### src/hdl/stap_pkg.sv
/*
  Shared types and constants for the TAP.
  IR is 4 bits wide. Unknown codes decode to BYPASS.
  Both DR lengths are fixed at 8 bits.
*/
`default_nettype none

package stap_pkg;

   // TAP controller states
   typedef enum logic [3:0]
   {
      test_logic_reset,
      run_test_idle,
      select_dr_scan,
      capture_dr,
      shift_dr,
      exit1_dr,
      pause_dr,
      exit2_dr,
      update_dr,
      select_ir_scan,
      capture_ir,
      shift_ir,
      exit1_ir,
      pause_ir,
      exit2_ir,
      update_ir
   } tap_state_t;

   // ------------------------------
   // Instruction register
   // ------------------------------
   typedef logic [3:0] ir_t;

   localparam ir_t IR_CAPTURE = 4'b0001;
   localparam ir_t IR_IDCODE  = 4'd1;
   localparam ir_t IR_BSCAN   = 4'd2;
   localparam ir_t IR_RUNBIST = 4'd3;
   localparam ir_t IR_RTDR0   = 4'd4;
   localparam ir_t IR_RTDR1   = 4'd5;
   localparam ir_t IR_BYPASS  = 4'd15;

   // ------------------------------
   // Data registers
   // ------------------------------
   localparam int BSCAN_LEN = 8;
   localparam int RTDR_LEN  = 8;

   typedef logic [31:0]          idcode_t;
   typedef logic [BSCAN_LEN-1:0] bscan_t;
   typedef logic [RTDR_LEN-1:0]  rtdr_t;

   // Bit 0 must stay 1 per 1149.1
   localparam idcode_t IDCODE_VALUE = 32'h1a57_c0df;

   // One-hot DR select and its bit positions
   typedef logic [5:0] dr_sel_t;

   localparam int SEL_IDCODE  = 0;
   localparam int SEL_BSCAN   = 1;
   localparam int SEL_RUNBIST = 2;
   localparam int SEL_RTDR0   = 3;
   localparam int SEL_RTDR1   = 4;
   localparam int SEL_BYPASS  = 5;

endpackage

`default_nettype wire

### src/hdl/stap_dr_if.sv
/*
  DR strobes, tdi and one-hot DR select.
  Strobes are plain levels, one per TAP state.
  No handshake since the TAP never stalls.
*/
`timescale 1ns/100ps
`default_nettype none

interface stap_dr_if;

   // Levels that follow capture_dr, shift_dr and update_dr states
   logic              capture_dr;
   logic              shift_dr;
   logic              update_dr;
   // Serial data into every DR
   logic              tdi;
   // Exactly one bit set from the current instruction
   stap_pkg::dr_sel_t dr_sel;

   // Instruction stage drives
   modport src (output capture_dr, shift_dr, update_dr, tdi, dr_sel);

   // Data registers and TDO mux listen
   modport dst (input capture_dr, shift_dr, update_dr, tdi, dr_sel);

endinterface

`default_nettype wire

### src/hdl/stap_bscan.sv
/*
  Boundary-scan chain and the one-bit RUNBIST register.
  Parallel outputs clear only on rst_n and not on TAP reset.
  Chain length comes from BSCAN_LEN.
*/
`timescale 1ns/100ps
`default_nettype none

module stap_bscan
(
   input  logic             ftap_tck,
   input  logic             rst_n,
   stap_dr_if.dst           dr,
   input  stap_pkg::bscan_t bscan_in,
   output stap_pkg::bscan_t bscan_out,
   output logic             runbist_en,
   output logic             bscan_lsb,
   output logic             runbist_bit
);

   stap_pkg::bscan_t chain;
   logic             runbist_sr;
   logic             bscan_sel;
   logic             runbist_sel;

   assign bscan_sel   = dr.dr_sel[stap_pkg::SEL_BSCAN];
   assign runbist_sel = dr.dr_sel[stap_pkg::SEL_RUNBIST];

   // ------------------------------
   // Shift stages
   // ------------------------------
   always_ff @(posedge ftap_tck)
   begin
      if (bscan_sel && dr.capture_dr)
         chain <= bscan_in;
      else if (bscan_sel && dr.shift_dr)
         chain <= {dr.tdi, chain[stap_pkg::BSCAN_LEN-1:1]};

      // RUNBIST bit always captures 0
      if (runbist_sel && dr.capture_dr)
         runbist_sr <= 1'b0;
      else if (runbist_sel && dr.shift_dr)
         runbist_sr <= dr.tdi;
   end

   // ------------------------------
   // Update stages
   // ------------------------------
   always_ff @(posedge ftap_tck)
   begin
      if (!rst_n)
      begin
         bscan_out  <= '0;
         runbist_en <= 1'b0;
      end
      else if (dr.update_dr)
      begin
         if (bscan_sel)
            bscan_out <= chain;
         if (runbist_sel)
            runbist_en <= runbist_sr;
      end
   end

   // Serial outputs toward the TDO mux
   assign bscan_lsb   = chain[0];
   assign runbist_bit = runbist_sr;

endmodule

`default_nettype wire

### src/hdl/stap_fsm.sv
/*
  Sixteen-state JTAG TAP controller.
  rst_n is synchronous and forces test_logic_reset.
  Five tms ones reach test_logic_reset from any state.
*/
`timescale 1ns/100ps
`default_nettype none

module stap_fsm
(
   input  logic                 ftap_tck,
   input  logic                 rst_n,
   input  logic                 tms,
   output stap_pkg::tap_state_t state
);

   stap_pkg::tap_state_t state_nxt;

   // ------------------------------
   // Next state from tms
   // ------------------------------
   always_comb
   begin
      state_nxt = state;
      case (state)
         stap_pkg::test_logic_reset:
            state_nxt = tms ? stap_pkg::test_logic_reset : stap_pkg::run_test_idle;
         stap_pkg::run_test_idle:
            state_nxt = tms ? stap_pkg::select_dr_scan : stap_pkg::run_test_idle;
         // DR column
         stap_pkg::select_dr_scan:
            state_nxt = tms ? stap_pkg::select_ir_scan : stap_pkg::capture_dr;
         stap_pkg::capture_dr:
            state_nxt = tms ? stap_pkg::exit1_dr : stap_pkg::shift_dr;
         stap_pkg::shift_dr:
            state_nxt = tms ? stap_pkg::exit1_dr : stap_pkg::shift_dr;
         stap_pkg::exit1_dr:
            state_nxt = tms ? stap_pkg::update_dr : stap_pkg::pause_dr;
         stap_pkg::pause_dr:
            state_nxt = tms ? stap_pkg::exit2_dr : stap_pkg::pause_dr;
         stap_pkg::exit2_dr:
            state_nxt = tms ? stap_pkg::update_dr : stap_pkg::shift_dr;
         stap_pkg::update_dr:
            state_nxt = tms ? stap_pkg::select_dr_scan : stap_pkg::run_test_idle;
         // IR column
         stap_pkg::select_ir_scan:
            state_nxt = tms ? stap_pkg::test_logic_reset : stap_pkg::capture_ir;
         stap_pkg::capture_ir:
            state_nxt = tms ? stap_pkg::exit1_ir : stap_pkg::shift_ir;
         stap_pkg::shift_ir:
            state_nxt = tms ? stap_pkg::exit1_ir : stap_pkg::shift_ir;
         stap_pkg::exit1_ir:
            state_nxt = tms ? stap_pkg::update_ir : stap_pkg::pause_ir;
         stap_pkg::pause_ir:
            state_nxt = tms ? stap_pkg::exit2_ir : stap_pkg::pause_ir;
         stap_pkg::exit2_ir:
            state_nxt = tms ? stap_pkg::update_ir : stap_pkg::shift_ir;
         stap_pkg::update_ir:
            state_nxt = tms ? stap_pkg::select_dr_scan : stap_pkg::run_test_idle;
         default:
            state_nxt = stap_pkg::test_logic_reset;
      endcase
   end

   // ------------------------------
   // State register
   // ------------------------------
   always_ff @(posedge ftap_tck)
   begin
      if (!rst_n)
      begin
         state <= stap_pkg::test_logic_reset;
      end
      else
      begin
         state <= state_nxt;
      end
   end

endmodule

`default_nettype wire

### src/hdl/stap_ir.sv
/*
  IR shift register, instruction latch and decode.
  Capture loads 01. The instruction holds IR_IDCODE in test_logic_reset.
  DR strobes are decoded straight from the TAP state.
*/
`timescale 1ns/100ps
`default_nettype none

module stap_ir
(
   input  logic                 ftap_tck,
   input  logic                 rst_n,
   input  logic                 tdi,
   input  stap_pkg::tap_state_t state,
   output logic                 ir_lsb,
   stap_dr_if.src               dr
);

   stap_pkg::ir_t ir_shift;
   stap_pkg::ir_t ir_reg;

   // IR shift path
   always_ff @(posedge ftap_tck)
   begin
      if (state == stap_pkg::capture_ir)
      begin
         ir_shift <= stap_pkg::IR_CAPTURE;
      end
      else if (state == stap_pkg::shift_ir)
      begin
         // tdi enters at the top and bit 0 goes out on tdo
         ir_shift <= {tdi, ir_shift[3:1]};
      end
   end

   // Active instruction
   always_ff @(posedge ftap_tck)
   begin
      if (!rst_n || state == stap_pkg::test_logic_reset)
      begin
         ir_reg <= stap_pkg::IR_IDCODE;
      end
      else if (state == stap_pkg::update_ir)
      begin
         ir_reg <= ir_shift;
      end
   end

   assign ir_lsb = ir_shift[0];

   // One-hot DR select with unused codes falling back to BYPASS
   always_comb
   begin
      dr.dr_sel = '0;
      case (ir_reg)
         stap_pkg::IR_IDCODE:  dr.dr_sel[stap_pkg::SEL_IDCODE]  = 1'b1;
         stap_pkg::IR_BSCAN:   dr.dr_sel[stap_pkg::SEL_BSCAN]   = 1'b1;
         stap_pkg::IR_RUNBIST: dr.dr_sel[stap_pkg::SEL_RUNBIST] = 1'b1;
         stap_pkg::IR_RTDR0:   dr.dr_sel[stap_pkg::SEL_RTDR0]   = 1'b1;
         stap_pkg::IR_RTDR1:   dr.dr_sel[stap_pkg::SEL_RTDR1]   = 1'b1;
         default:              dr.dr_sel[stap_pkg::SEL_BYPASS]  = 1'b1;
      endcase
   end

   // DR strobes as levels
   assign dr.capture_dr = (state == stap_pkg::capture_dr);
   assign dr.shift_dr   = (state == stap_pkg::shift_dr);
   assign dr.update_dr  = (state == stap_pkg::update_dr);
   assign dr.tdi        = tdi;

endmodule

`default_nettype wire

### src/hdl/stap_rtdr.sv
/*
  One remote test data register.
  Capture reads back the current parallel output as a loopback.
  SEL_BIT picks the dr_sel bit for this instance.
*/
`timescale 1ns/100ps
`default_nettype none

module stap_rtdr
#(
   parameter int SEL_BIT = stap_pkg::SEL_RTDR0
)
(
   input  logic            ftap_tck,
   input  logic            rst_n,
   stap_dr_if.dst          dr,
   output stap_pkg::rtdr_t rtdr_out,
   output logic            rtdr_lsb
);

   stap_pkg::rtdr_t rtdr_sr;
   logic            sel;

   // Only the instance named by the instruction reacts
   assign sel = dr.dr_sel[SEL_BIT];

   // ------------------------------
   // Shift register
   // ------------------------------
   always_ff @(posedge ftap_tck)
   begin
      if (sel && dr.capture_dr)
      begin
         // Loopback of the last updated value
         rtdr_sr <= rtdr_out;
      end
      else if (sel && dr.shift_dr)
      begin
         rtdr_sr <= {dr.tdi, rtdr_sr[stap_pkg::RTDR_LEN-1:1]};
      end
   end

   // Parallel output
   always_ff @(posedge ftap_tck)
   begin
      if (!rst_n)
      begin
         rtdr_out <= '0;
      end
      else if (sel && dr.update_dr)
      begin
         rtdr_out <= rtdr_sr;
      end
   end

   assign rtdr_lsb = rtdr_sr[0];

endmodule

`default_nettype wire

### src/hdl/stap_tdo_select.sv
/*
  BYPASS and IDCODE registers plus the TDO mux.
  tdo is combinational and 0 outside shift states.
  tdo_en is high only in shift_ir and shift_dr.
*/
`timescale 1ns/100ps
`default_nettype none

module stap_tdo_select
(
   input  logic                 ftap_tck,
   input  logic                 rst_n,
   input  stap_pkg::tap_state_t state,
   stap_dr_if.dst               dr,
   input  logic                 ir_lsb,
   input  logic                 bscan_lsb,
   input  logic                 runbist_bit,
   input  logic                 rtdr0_lsb,
   input  logic                 rtdr1_lsb,
   output logic                 tdo,
   output logic                 tdo_en
);

   logic              bypass_reg;
   stap_pkg::idcode_t idcode_sr;

   // ------------------------------
   // Local DRs
   // ------------------------------
   always_ff @(posedge ftap_tck)
   begin
      if (!rst_n)
      begin
         bypass_reg <= 1'b0;
         idcode_sr  <= stap_pkg::IDCODE_VALUE;
      end
      else
      begin
         // BYPASS captures 0 so scans out a leading 0
         if (dr.dr_sel[stap_pkg::SEL_BYPASS] && dr.capture_dr)
            bypass_reg <= 1'b0;
         else if (dr.dr_sel[stap_pkg::SEL_BYPASS] && dr.shift_dr)
            bypass_reg <= dr.tdi;

         if (dr.dr_sel[stap_pkg::SEL_IDCODE] && dr.capture_dr)
            idcode_sr <= stap_pkg::IDCODE_VALUE;
         else if (dr.dr_sel[stap_pkg::SEL_IDCODE] && dr.shift_dr)
            idcode_sr <= {dr.tdi, idcode_sr[31:1]};
      end
   end

   // TDO source from state and one-hot select
   always_comb
   begin
      tdo = 1'b0;
      if (state == stap_pkg::shift_ir)
         tdo = ir_lsb;
      else if (state == stap_pkg::shift_dr)
      begin
         case (1'b1)
            dr.dr_sel[stap_pkg::SEL_IDCODE]:  tdo = idcode_sr[0];
            dr.dr_sel[stap_pkg::SEL_BSCAN]:   tdo = bscan_lsb;
            dr.dr_sel[stap_pkg::SEL_RUNBIST]: tdo = runbist_bit;
            dr.dr_sel[stap_pkg::SEL_RTDR0]:   tdo = rtdr0_lsb;
            dr.dr_sel[stap_pkg::SEL_RTDR1]:   tdo = rtdr1_lsb;
            default:                          tdo = bypass_reg;
         endcase
      end
   end

   assign tdo_en = (state == stap_pkg::shift_ir) || (state == stap_pkg::shift_dr);

endmodule

`default_nettype wire

### src/hdl/stap_top.sv
/*
  TAP top level with plain ports.
  Pipeline of state, instruction, data registers and TDO select.
  Single clock ftap_tck with synchronous rst_n.
*/
`timescale 1ns/100ps
`default_nettype none

module stap_top
(
   input  logic             ftap_tck,
   input  logic             rst_n,
   input  logic             tms,
   input  logic             tdi,
   output logic             tdo,
   output logic             tdo_en,
   input  stap_pkg::bscan_t bscan_in,
   output stap_pkg::bscan_t bscan_out,
   output logic             runbist_en,
   output stap_pkg::rtdr_t  rtdr0_out,
   output stap_pkg::rtdr_t  rtdr1_out
);

   stap_pkg::tap_state_t state;
   logic                 ir_lsb;
   logic                 bscan_lsb;
   logic                 runbist_bit;
   logic                 rtdr0_lsb;
   logic                 rtdr1_lsb;

   // Strobes and select shared by all DRs
   stap_dr_if dr_bus ();

   // ------------------------------
   // Control stages
   // ------------------------------
   stap_fsm u_fsm
   (
      .ftap_tck (ftap_tck),
      .rst_n    (rst_n),
      .tms      (tms),
      .state    (state)
   );

   stap_ir u_ir
   (
      .ftap_tck (ftap_tck),
      .rst_n    (rst_n),
      .tdi      (tdi),
      .state    (state),
      .ir_lsb   (ir_lsb),
      .dr       (dr_bus.src)
   );

   // ------------------------------
   // Data registers
   // ------------------------------
   stap_bscan u_bscan
   (
      .ftap_tck    (ftap_tck),
      .rst_n       (rst_n),
      .dr          (dr_bus.dst),
      .bscan_in    (bscan_in),
      .bscan_out   (bscan_out),
      .runbist_en  (runbist_en),
      .bscan_lsb   (bscan_lsb),
      .runbist_bit (runbist_bit)
   );

   stap_rtdr #(.SEL_BIT(stap_pkg::SEL_RTDR0)) u_rtdr0
   (
      .ftap_tck (ftap_tck),
      .rst_n    (rst_n),
      .dr       (dr_bus.dst),
      .rtdr_out (rtdr0_out),
      .rtdr_lsb (rtdr0_lsb)
   );

   stap_rtdr #(.SEL_BIT(stap_pkg::SEL_RTDR1)) u_rtdr1
   (
      .ftap_tck (ftap_tck),
      .rst_n    (rst_n),
      .dr       (dr_bus.dst),
      .rtdr_out (rtdr1_out),
      .rtdr_lsb (rtdr1_lsb)
   );

   // Output mux plus BYPASS and IDCODE
   stap_tdo_select u_tdo_select
   (
      .ftap_tck    (ftap_tck),
      .rst_n       (rst_n),
      .state       (state),
      .dr          (dr_bus.dst),
      .ir_lsb      (ir_lsb),
      .bscan_lsb   (bscan_lsb),
      .runbist_bit (runbist_bit),
      .rtdr0_lsb   (rtdr0_lsb),
      .rtdr1_lsb   (rtdr1_lsb),
      .tdo         (tdo),
      .tdo_en      (tdo_en)
   );

endmodule

`default_nettype wire

### config.mk
export PLATFORM = sky130hd
export DESIGN_NAME = stap_top
export DESIGN_NICKNAME = d
export VERILOG_FILES = /design/src/hdl/stap_pkg.sv /design/src/hdl/stap_dr_if.sv /design/src/hdl/stap_bscan.sv /design/src/hdl/stap_fsm.sv /design/src/hdl/stap_ir.sv /design/src/hdl/stap_rtdr.sv /design/src/hdl/stap_tdo_select.sv /design/src/hdl/stap_top.sv
export SDC_FILE = /design/constraint.sdc
export NUM_CORES = 1
export LEC_CHECK = 0
export ABC_AREA = 1
export ABC_CLOCK_PERIOD_IN_PS = 1800
export BUFFER_PORTS_ARGS = -buffer_cell sky130_fd_sc_hd__buf_4
export CAP_MARGIN = 30
export CORE_ASPECT_RATIO = 1.1
export CORE_MARGIN = 1.5
export CORE_UTILIZATION = 45
export DETAILED_ROUTE_END_ITERATION = 7
export PLACE_DENSITY = 0.71
export SYNTH_ARGS = -nofsm -noshare
export SYNTH_HDL_FRONTEND = slang
export SYNTH_SLANG_ARGS = --single-unit
### constraint.sdc
create_clock -name ftap_tck -period 1.8 [get_ports ftap_tck]
set_clock_uncertainty 0.1 [all_clocks]
set_input_delay 0.36 -clock ftap_tck [delete_from_list [all_inputs] [get_ports ftap_tck]]
set_output_delay 0.36 -clock ftap_tck [all_outputs]
set_load 0.05 [all_outputs]
* Word level (Yosys, flattened, before mapping)
Index checks and enable logic that the tools add are counted.
** Word-level totals
- Bits in registers :: 95
- Bits of input ports :: 12
- Output and inout bits :: 27
- Word-level logic and storage cells :: 95
** Operators by class
- Eq/ne operators :: 20
- Multiplexer cells :: 32
- Bitwise gates (word level) :: 1
- Reduce and logical (&&, ||, !) cells :: 29
** Operator list (number)
- $mux 8 :: 6
- $pmux 4 s12 :: 1
- $eq 4x4->1 const B :: 8
- $eq 4x3->1 const B :: 6
- $eq 4x2->1 const B :: 4
- $mux 1 :: 16
- $mux 4 :: 4
- $logic_and 1x1->1 :: 14
- $eq 4x1->1 const B :: 2
- $reduce_or 2->1 :: 4
- $mux 2 :: 3
- $mux 3 :: 2
- $reduce_bool 2->1 :: 3
- $reduce_or 5->1 :: 1
- $logic_not 4->1 :: 1
- $reduce_and 2->1 :: 2
- $reduce_or 3->1 :: 1
- $logic_or 1x1->1 :: 2
- $logic_not 1->1 :: 1
- $not 1->1 :: 1

* Longest topological paths before layout
- Depth in word-level cells :: 9
- Mapped depth :: 9
- Mapped depth without buffers :: 9

* By module
A second synthesis with hierarchy kept.
** Second synthesis, totals
- Cell total of the unflattened synthesis :: 563
- Area total of the unflattened synthesis :: 4267.8 µm²
** By module, submodules not included
- stap_rtdr :: times used 2, cells an instance 79, area an instance 683.2 µm², seq. area each 400.4 µm²
- stap_tdo_select :: times used 1, cells an instance 174, area an instance 1263.7 µm², seq. area each 660.6 µm²
- stap_bscan :: times used 1, cells an instance 101, area an instance 797.0 µm², seq. area each 440.4 µm²
- stap_ir :: times used 1, cells an instance 66, area an instance 447.9 µm², seq. area each 160.2 µm²
- stap_fsm :: times used 1, cells an instance 64, area an instance 392.9 µm², seq. area each 80.1 µm²

* Least setup slack after synthesis
Ideal clock, no wire load.
- Path kind :: flip-flop to output port
- Start :: register u_ir.ir_reg[0]
- End :: output port tdo
- Arrival :: 1.405 ns
- Data required time :: 1.340 ns
- Path slack :: -0.065 ns
- Cell stages (with the launch flop) :: 8
- Buffers on the path :: 0
- Cells stage by stage :: dfxtp_1 -> inv_1 -> nand3_1 -> clkinv_1 -> a21oi_1 -> nand2_1 -> nand2_1 -> nand2_1
** On the way
- Longest elaborated chain between the ends :: 9
- Elaborated cells between the ends (all ways) :: 17
- Those cells by class :: eq/ne: 5; mux: 12
** Ends and longest elaborated chain
- start: declaration :: RTL line stap_ir.sv:20 : stap_pkg::ir_t ir_reg;
- start signal: assignment :: RTL line stap_ir.sv:41 : ir_reg <= stap_pkg::IR_IDCODE;
- start signal: assignment :: RTL line stap_ir.sv:45 : ir_reg <= ir_shift;
- $eq 4x3->1 :: RTL line stap_ir.sv:55 : case (ir_reg)
- $mux 1 :: RTL line stap_ir.sv:55
- $mux 1 (4 in a row) :: RTL line stap_tdo_select.sv:60 : case (1'b1)
- $mux 1 (*) :: RTL line stap_tdo_select.sv:60
- $mux 1 (*) :: RTL line stap_tdo_select.sv:58 : else if (state == stap_pkg::shift_dr)
- $mux 1 (*) :: RTL line stap_tdo_select.sv:56 : if (state == stap_pkg::shift_ir)
- end: declaration :: RTL line stap_top.sv:15 : output logic tdo,
Every way passes the cells marked *; elsewhere a longest branch is shown, timed or not.

* Worst setup path in the final report
- Start :: register u_ir.ir_reg[2]
- End :: output port tdo
The elaborated chain is that of the path after synthesis.

==> results.md <==
- WP depth: 9
- Worst path most repeated cell: nand2_1
- Sequential cell area fraction in the yosys report: 0.540
- Reg with most FFs: u_tdo_select.idcode_sr
- Initial antenna violation count: 0
- Final hold violations: 0
- Remaining DRCs: 0
- Clock Sink Count: 95
- Die ar.: 9390 µm²
- Core outline area: 8450 µm²
- Inserted Clock Buffers: 9
- GRT Total Usage: 0.195
- Crit path DAT: 1.58 ns
- Total routed wirelength: 8660 µm
- Synthesis-to-layout area growth: 23.1%
- Final Max Slew Viols: 0
- CTS Root Cell: clkbuf_8
- Die width: 92.5 µm
- Layout cells sized above 1: 0.256
- Register bit total from synthesis: 95
- Post-route setup TNS: -0.236 ns
- Ports: 39
- Worst skew pair latency: 0.36 ns
- Total of max-cap violations: 0
- Post-Synthesis Cells: 498
- Routed WL per cell: 12.7 µm
- DR iter-0 viols: 217
- Outcome: finished with violations
- Setup Viol. Count Final: 1
- Cell family with most CP delay: simple AND/OR/NAND/NOR gates
- N_diodes: 0
- Type of the worst setup path: reg -> out
- Vias in the first global route: 3,267
- Worst min path class: in -> reg
- Worst path bufs/invs: 2
- Hold-fix buffers at CTS: 0
- Pin count of the biggest net entering global routing: 33
- RSZ-0062 raised after global routing: yes
- Max clock buf depth: 2
- Ys Warns: 0
- Final Cycle Share: 1.13
- Cells on worst reg2reg path: 8
- Mapped cell area: 3970 µm²
- Worst path slowest cell: dfxtp_4
- Power Density: 743 nW/µm²
- Gpl congestion: 0.975
- Antenna Nets Post-Route: 0
- Starting Density: 0.469
- Final core utilization: 0.578
- CP max stage delay: 0.37 ns
- Rel. slew slack: 0.679
- Tightest Pin Transition: 0.481 ns
- CTS tree: built
- IR drop worst, VDD: 420 µV
- Area of the multi-input gates: 1700 µm²
- Fmax: 491 MHz
- CTS clk-pin slew, worst paths: 0.09 ns
- DP Wirelength: 5850 µm
- DR vias: 3,447
- Die Y: 101 µm
- Failing checks: negative setup slack
- Crit end category: output pin
- Count of cell types in the netlist: 27
- CP startpoint kind: flip-flop
- Vias per cell: 5.06
- Reg2Reg Setup Slack: 0.09 ns
- Total gr overflow: 0
- Cells along the critical path: nor2_4 > nand3_4 > nand2_2 > inv_2 > nand2_1 > nand2_1 > nand2_1 > nand2_2 > buf_8
- Syn_area_per_cell: 7.96 µm²
- Post-synthesis net count: 510
- First-pass GRT wire length: 14,600 µm
- Sequential cell area: 2160 µm²
- Worst Path Max Fanout: 4
- Pre-antenna DRT Iters: 5
- Tmin final: 2.04 ns
- CP Data Required Time: 1.34 ns
- Fill count: 768
- PortBufs: 38
- Hold depth: 3
- Final #Nets: 577
- Leakage: 0.00216 µW
- H-tree depth: 3
- # rows: 35
- Final WS setup: -0.236 ns
- Max reg flops: 32
## worst register-to-register path: stages (launching register included)
cell     delay [ns]
dfxtp_4        0.39
nor2_4         0.14
nand2_4        0.08
buf_4          0.14
buf_4          0.13
nand2_1        0.08
inv_1          0.08
nor2_1         0.09
buf_4          0.18
## cell type report
cell class | count | share of cell area
sequential | 95 | 0.443
multi-input combinational | 349 | 0.349
timing repair buffer | 70 | 0.112
inverter | 40 | 0.0318
tap | 111 | 0.0284
clock buffer | 9 | 0.0254
clock inverter | 7 | 0.00999
## report_power, final
part           total [µW]  internal [µW]  switching (µW)
clock                1270            504             767
combinational         162           62.5            99.7
sequential           2200           2190            11.2
total                3630           2750             878
## cell usage after synthesis, drive strengths merged
cell type	number	area, µm²
o21ai	38	190
clkbuf	3	11.3
a21oi	30	199
nor3	1	5.00
nand2	146	568
inv	38	143
nand3	51	255
nand3b	1	7.51
dfxtp	71	1420
o22ai	4	25.0
o21a	1	7.51
clkinv	2	7.51
a22oi	1	7.51
buf	11	66.3
edfxtp	24	721
o211ai	1	7.51
nor2	74	318
a31oi	1	6.26
## timing repair
action,CTS,global route
pin swaps,4,10
setup endpoints to repair,3,33
buffers inserted,5,5
resized for setup,35,17
## cell usage in the layout, fill, tap and decap left out
master,count
a31oi_1,1
buf_8,2
o21ai_0,37
nor2_1,61
dfxtp_1,63
nor3_1,1
inv_2,9
a21oi_4,1
inv_4,2
o22ai_1,4
inv_6,1
clkinv_4,2
buf_4,66
nand2_2,9
a21oi_2,10
clkinv_1,2
dfxtp_4,5
nand3b_1,1
nand2_4,5
clkbuf_8,9
nand3_1,49
clkinvlp_4,1
nor2_2,4
o21ai_2,1
o211ai_1,1
nand3_4,2
clkinv_2,3
o21a_1,1
nor2_4,9
inv_1,27
edfxtp_1,24
dfxtp_2,3
a21oi_1,19
nand2_1,132
buf_6,2
a22oi_1,1
## kinds of logic (layout without fill, tap and decap cells)
group,Yosys count,after routing,share of synthesized area
and+or+nand+nor,273,273,0.291
DFF,95,95,0.540
AOI/OAI and AO/OA,76,76,0.112
buffers and inverters,54,126,0.0574
## worst paths after layout
check	endpoint	startpoint
max reg2reg	u_rtdr1.rtdr_sr[0]$_DFFE_PP_	u_fsm.state[3]$_SDFF_PN0_
min	u_tdo_select.idcode_sr[31]$_SDFFE_PP0P_	tdi
max	tdo	u_ir.ir_reg[2]$_SDFFE_PP0N_
min reg2reg	u_tdo_select.idcode_sr[8]$_SDFFE_PP0P_	u_tdo_select.idcode_sr[8]$_SDFFE_PP0P_
## through the flow
step	setup slack (ns)	area, µm²	hold slack (ns)	cells	power, µW
final	-0.236	4880	0.164	681	3630
after global placement	0.0537	4480	0.348	655	2390
after global routing	-0.338	4880	0.183	681	3760
after floorplan	0.0297	3970	0.339	498	2340
after detailed placement	-0.00394	4480	0.356	655	2400
after CTS	-0.189	4790	0.151	676	3660
## routing by layer
metal  up-vias  GRT usage  routed length [µm]
met5         -          0                   0
met4         0     0.0947                 178
met3        16     0.0323                 408
met2        93      0.325                4100
met1      1592      0.247                3970
li1       1746          -                   -
Note: power is estimated with default switching activity, not from simulation.
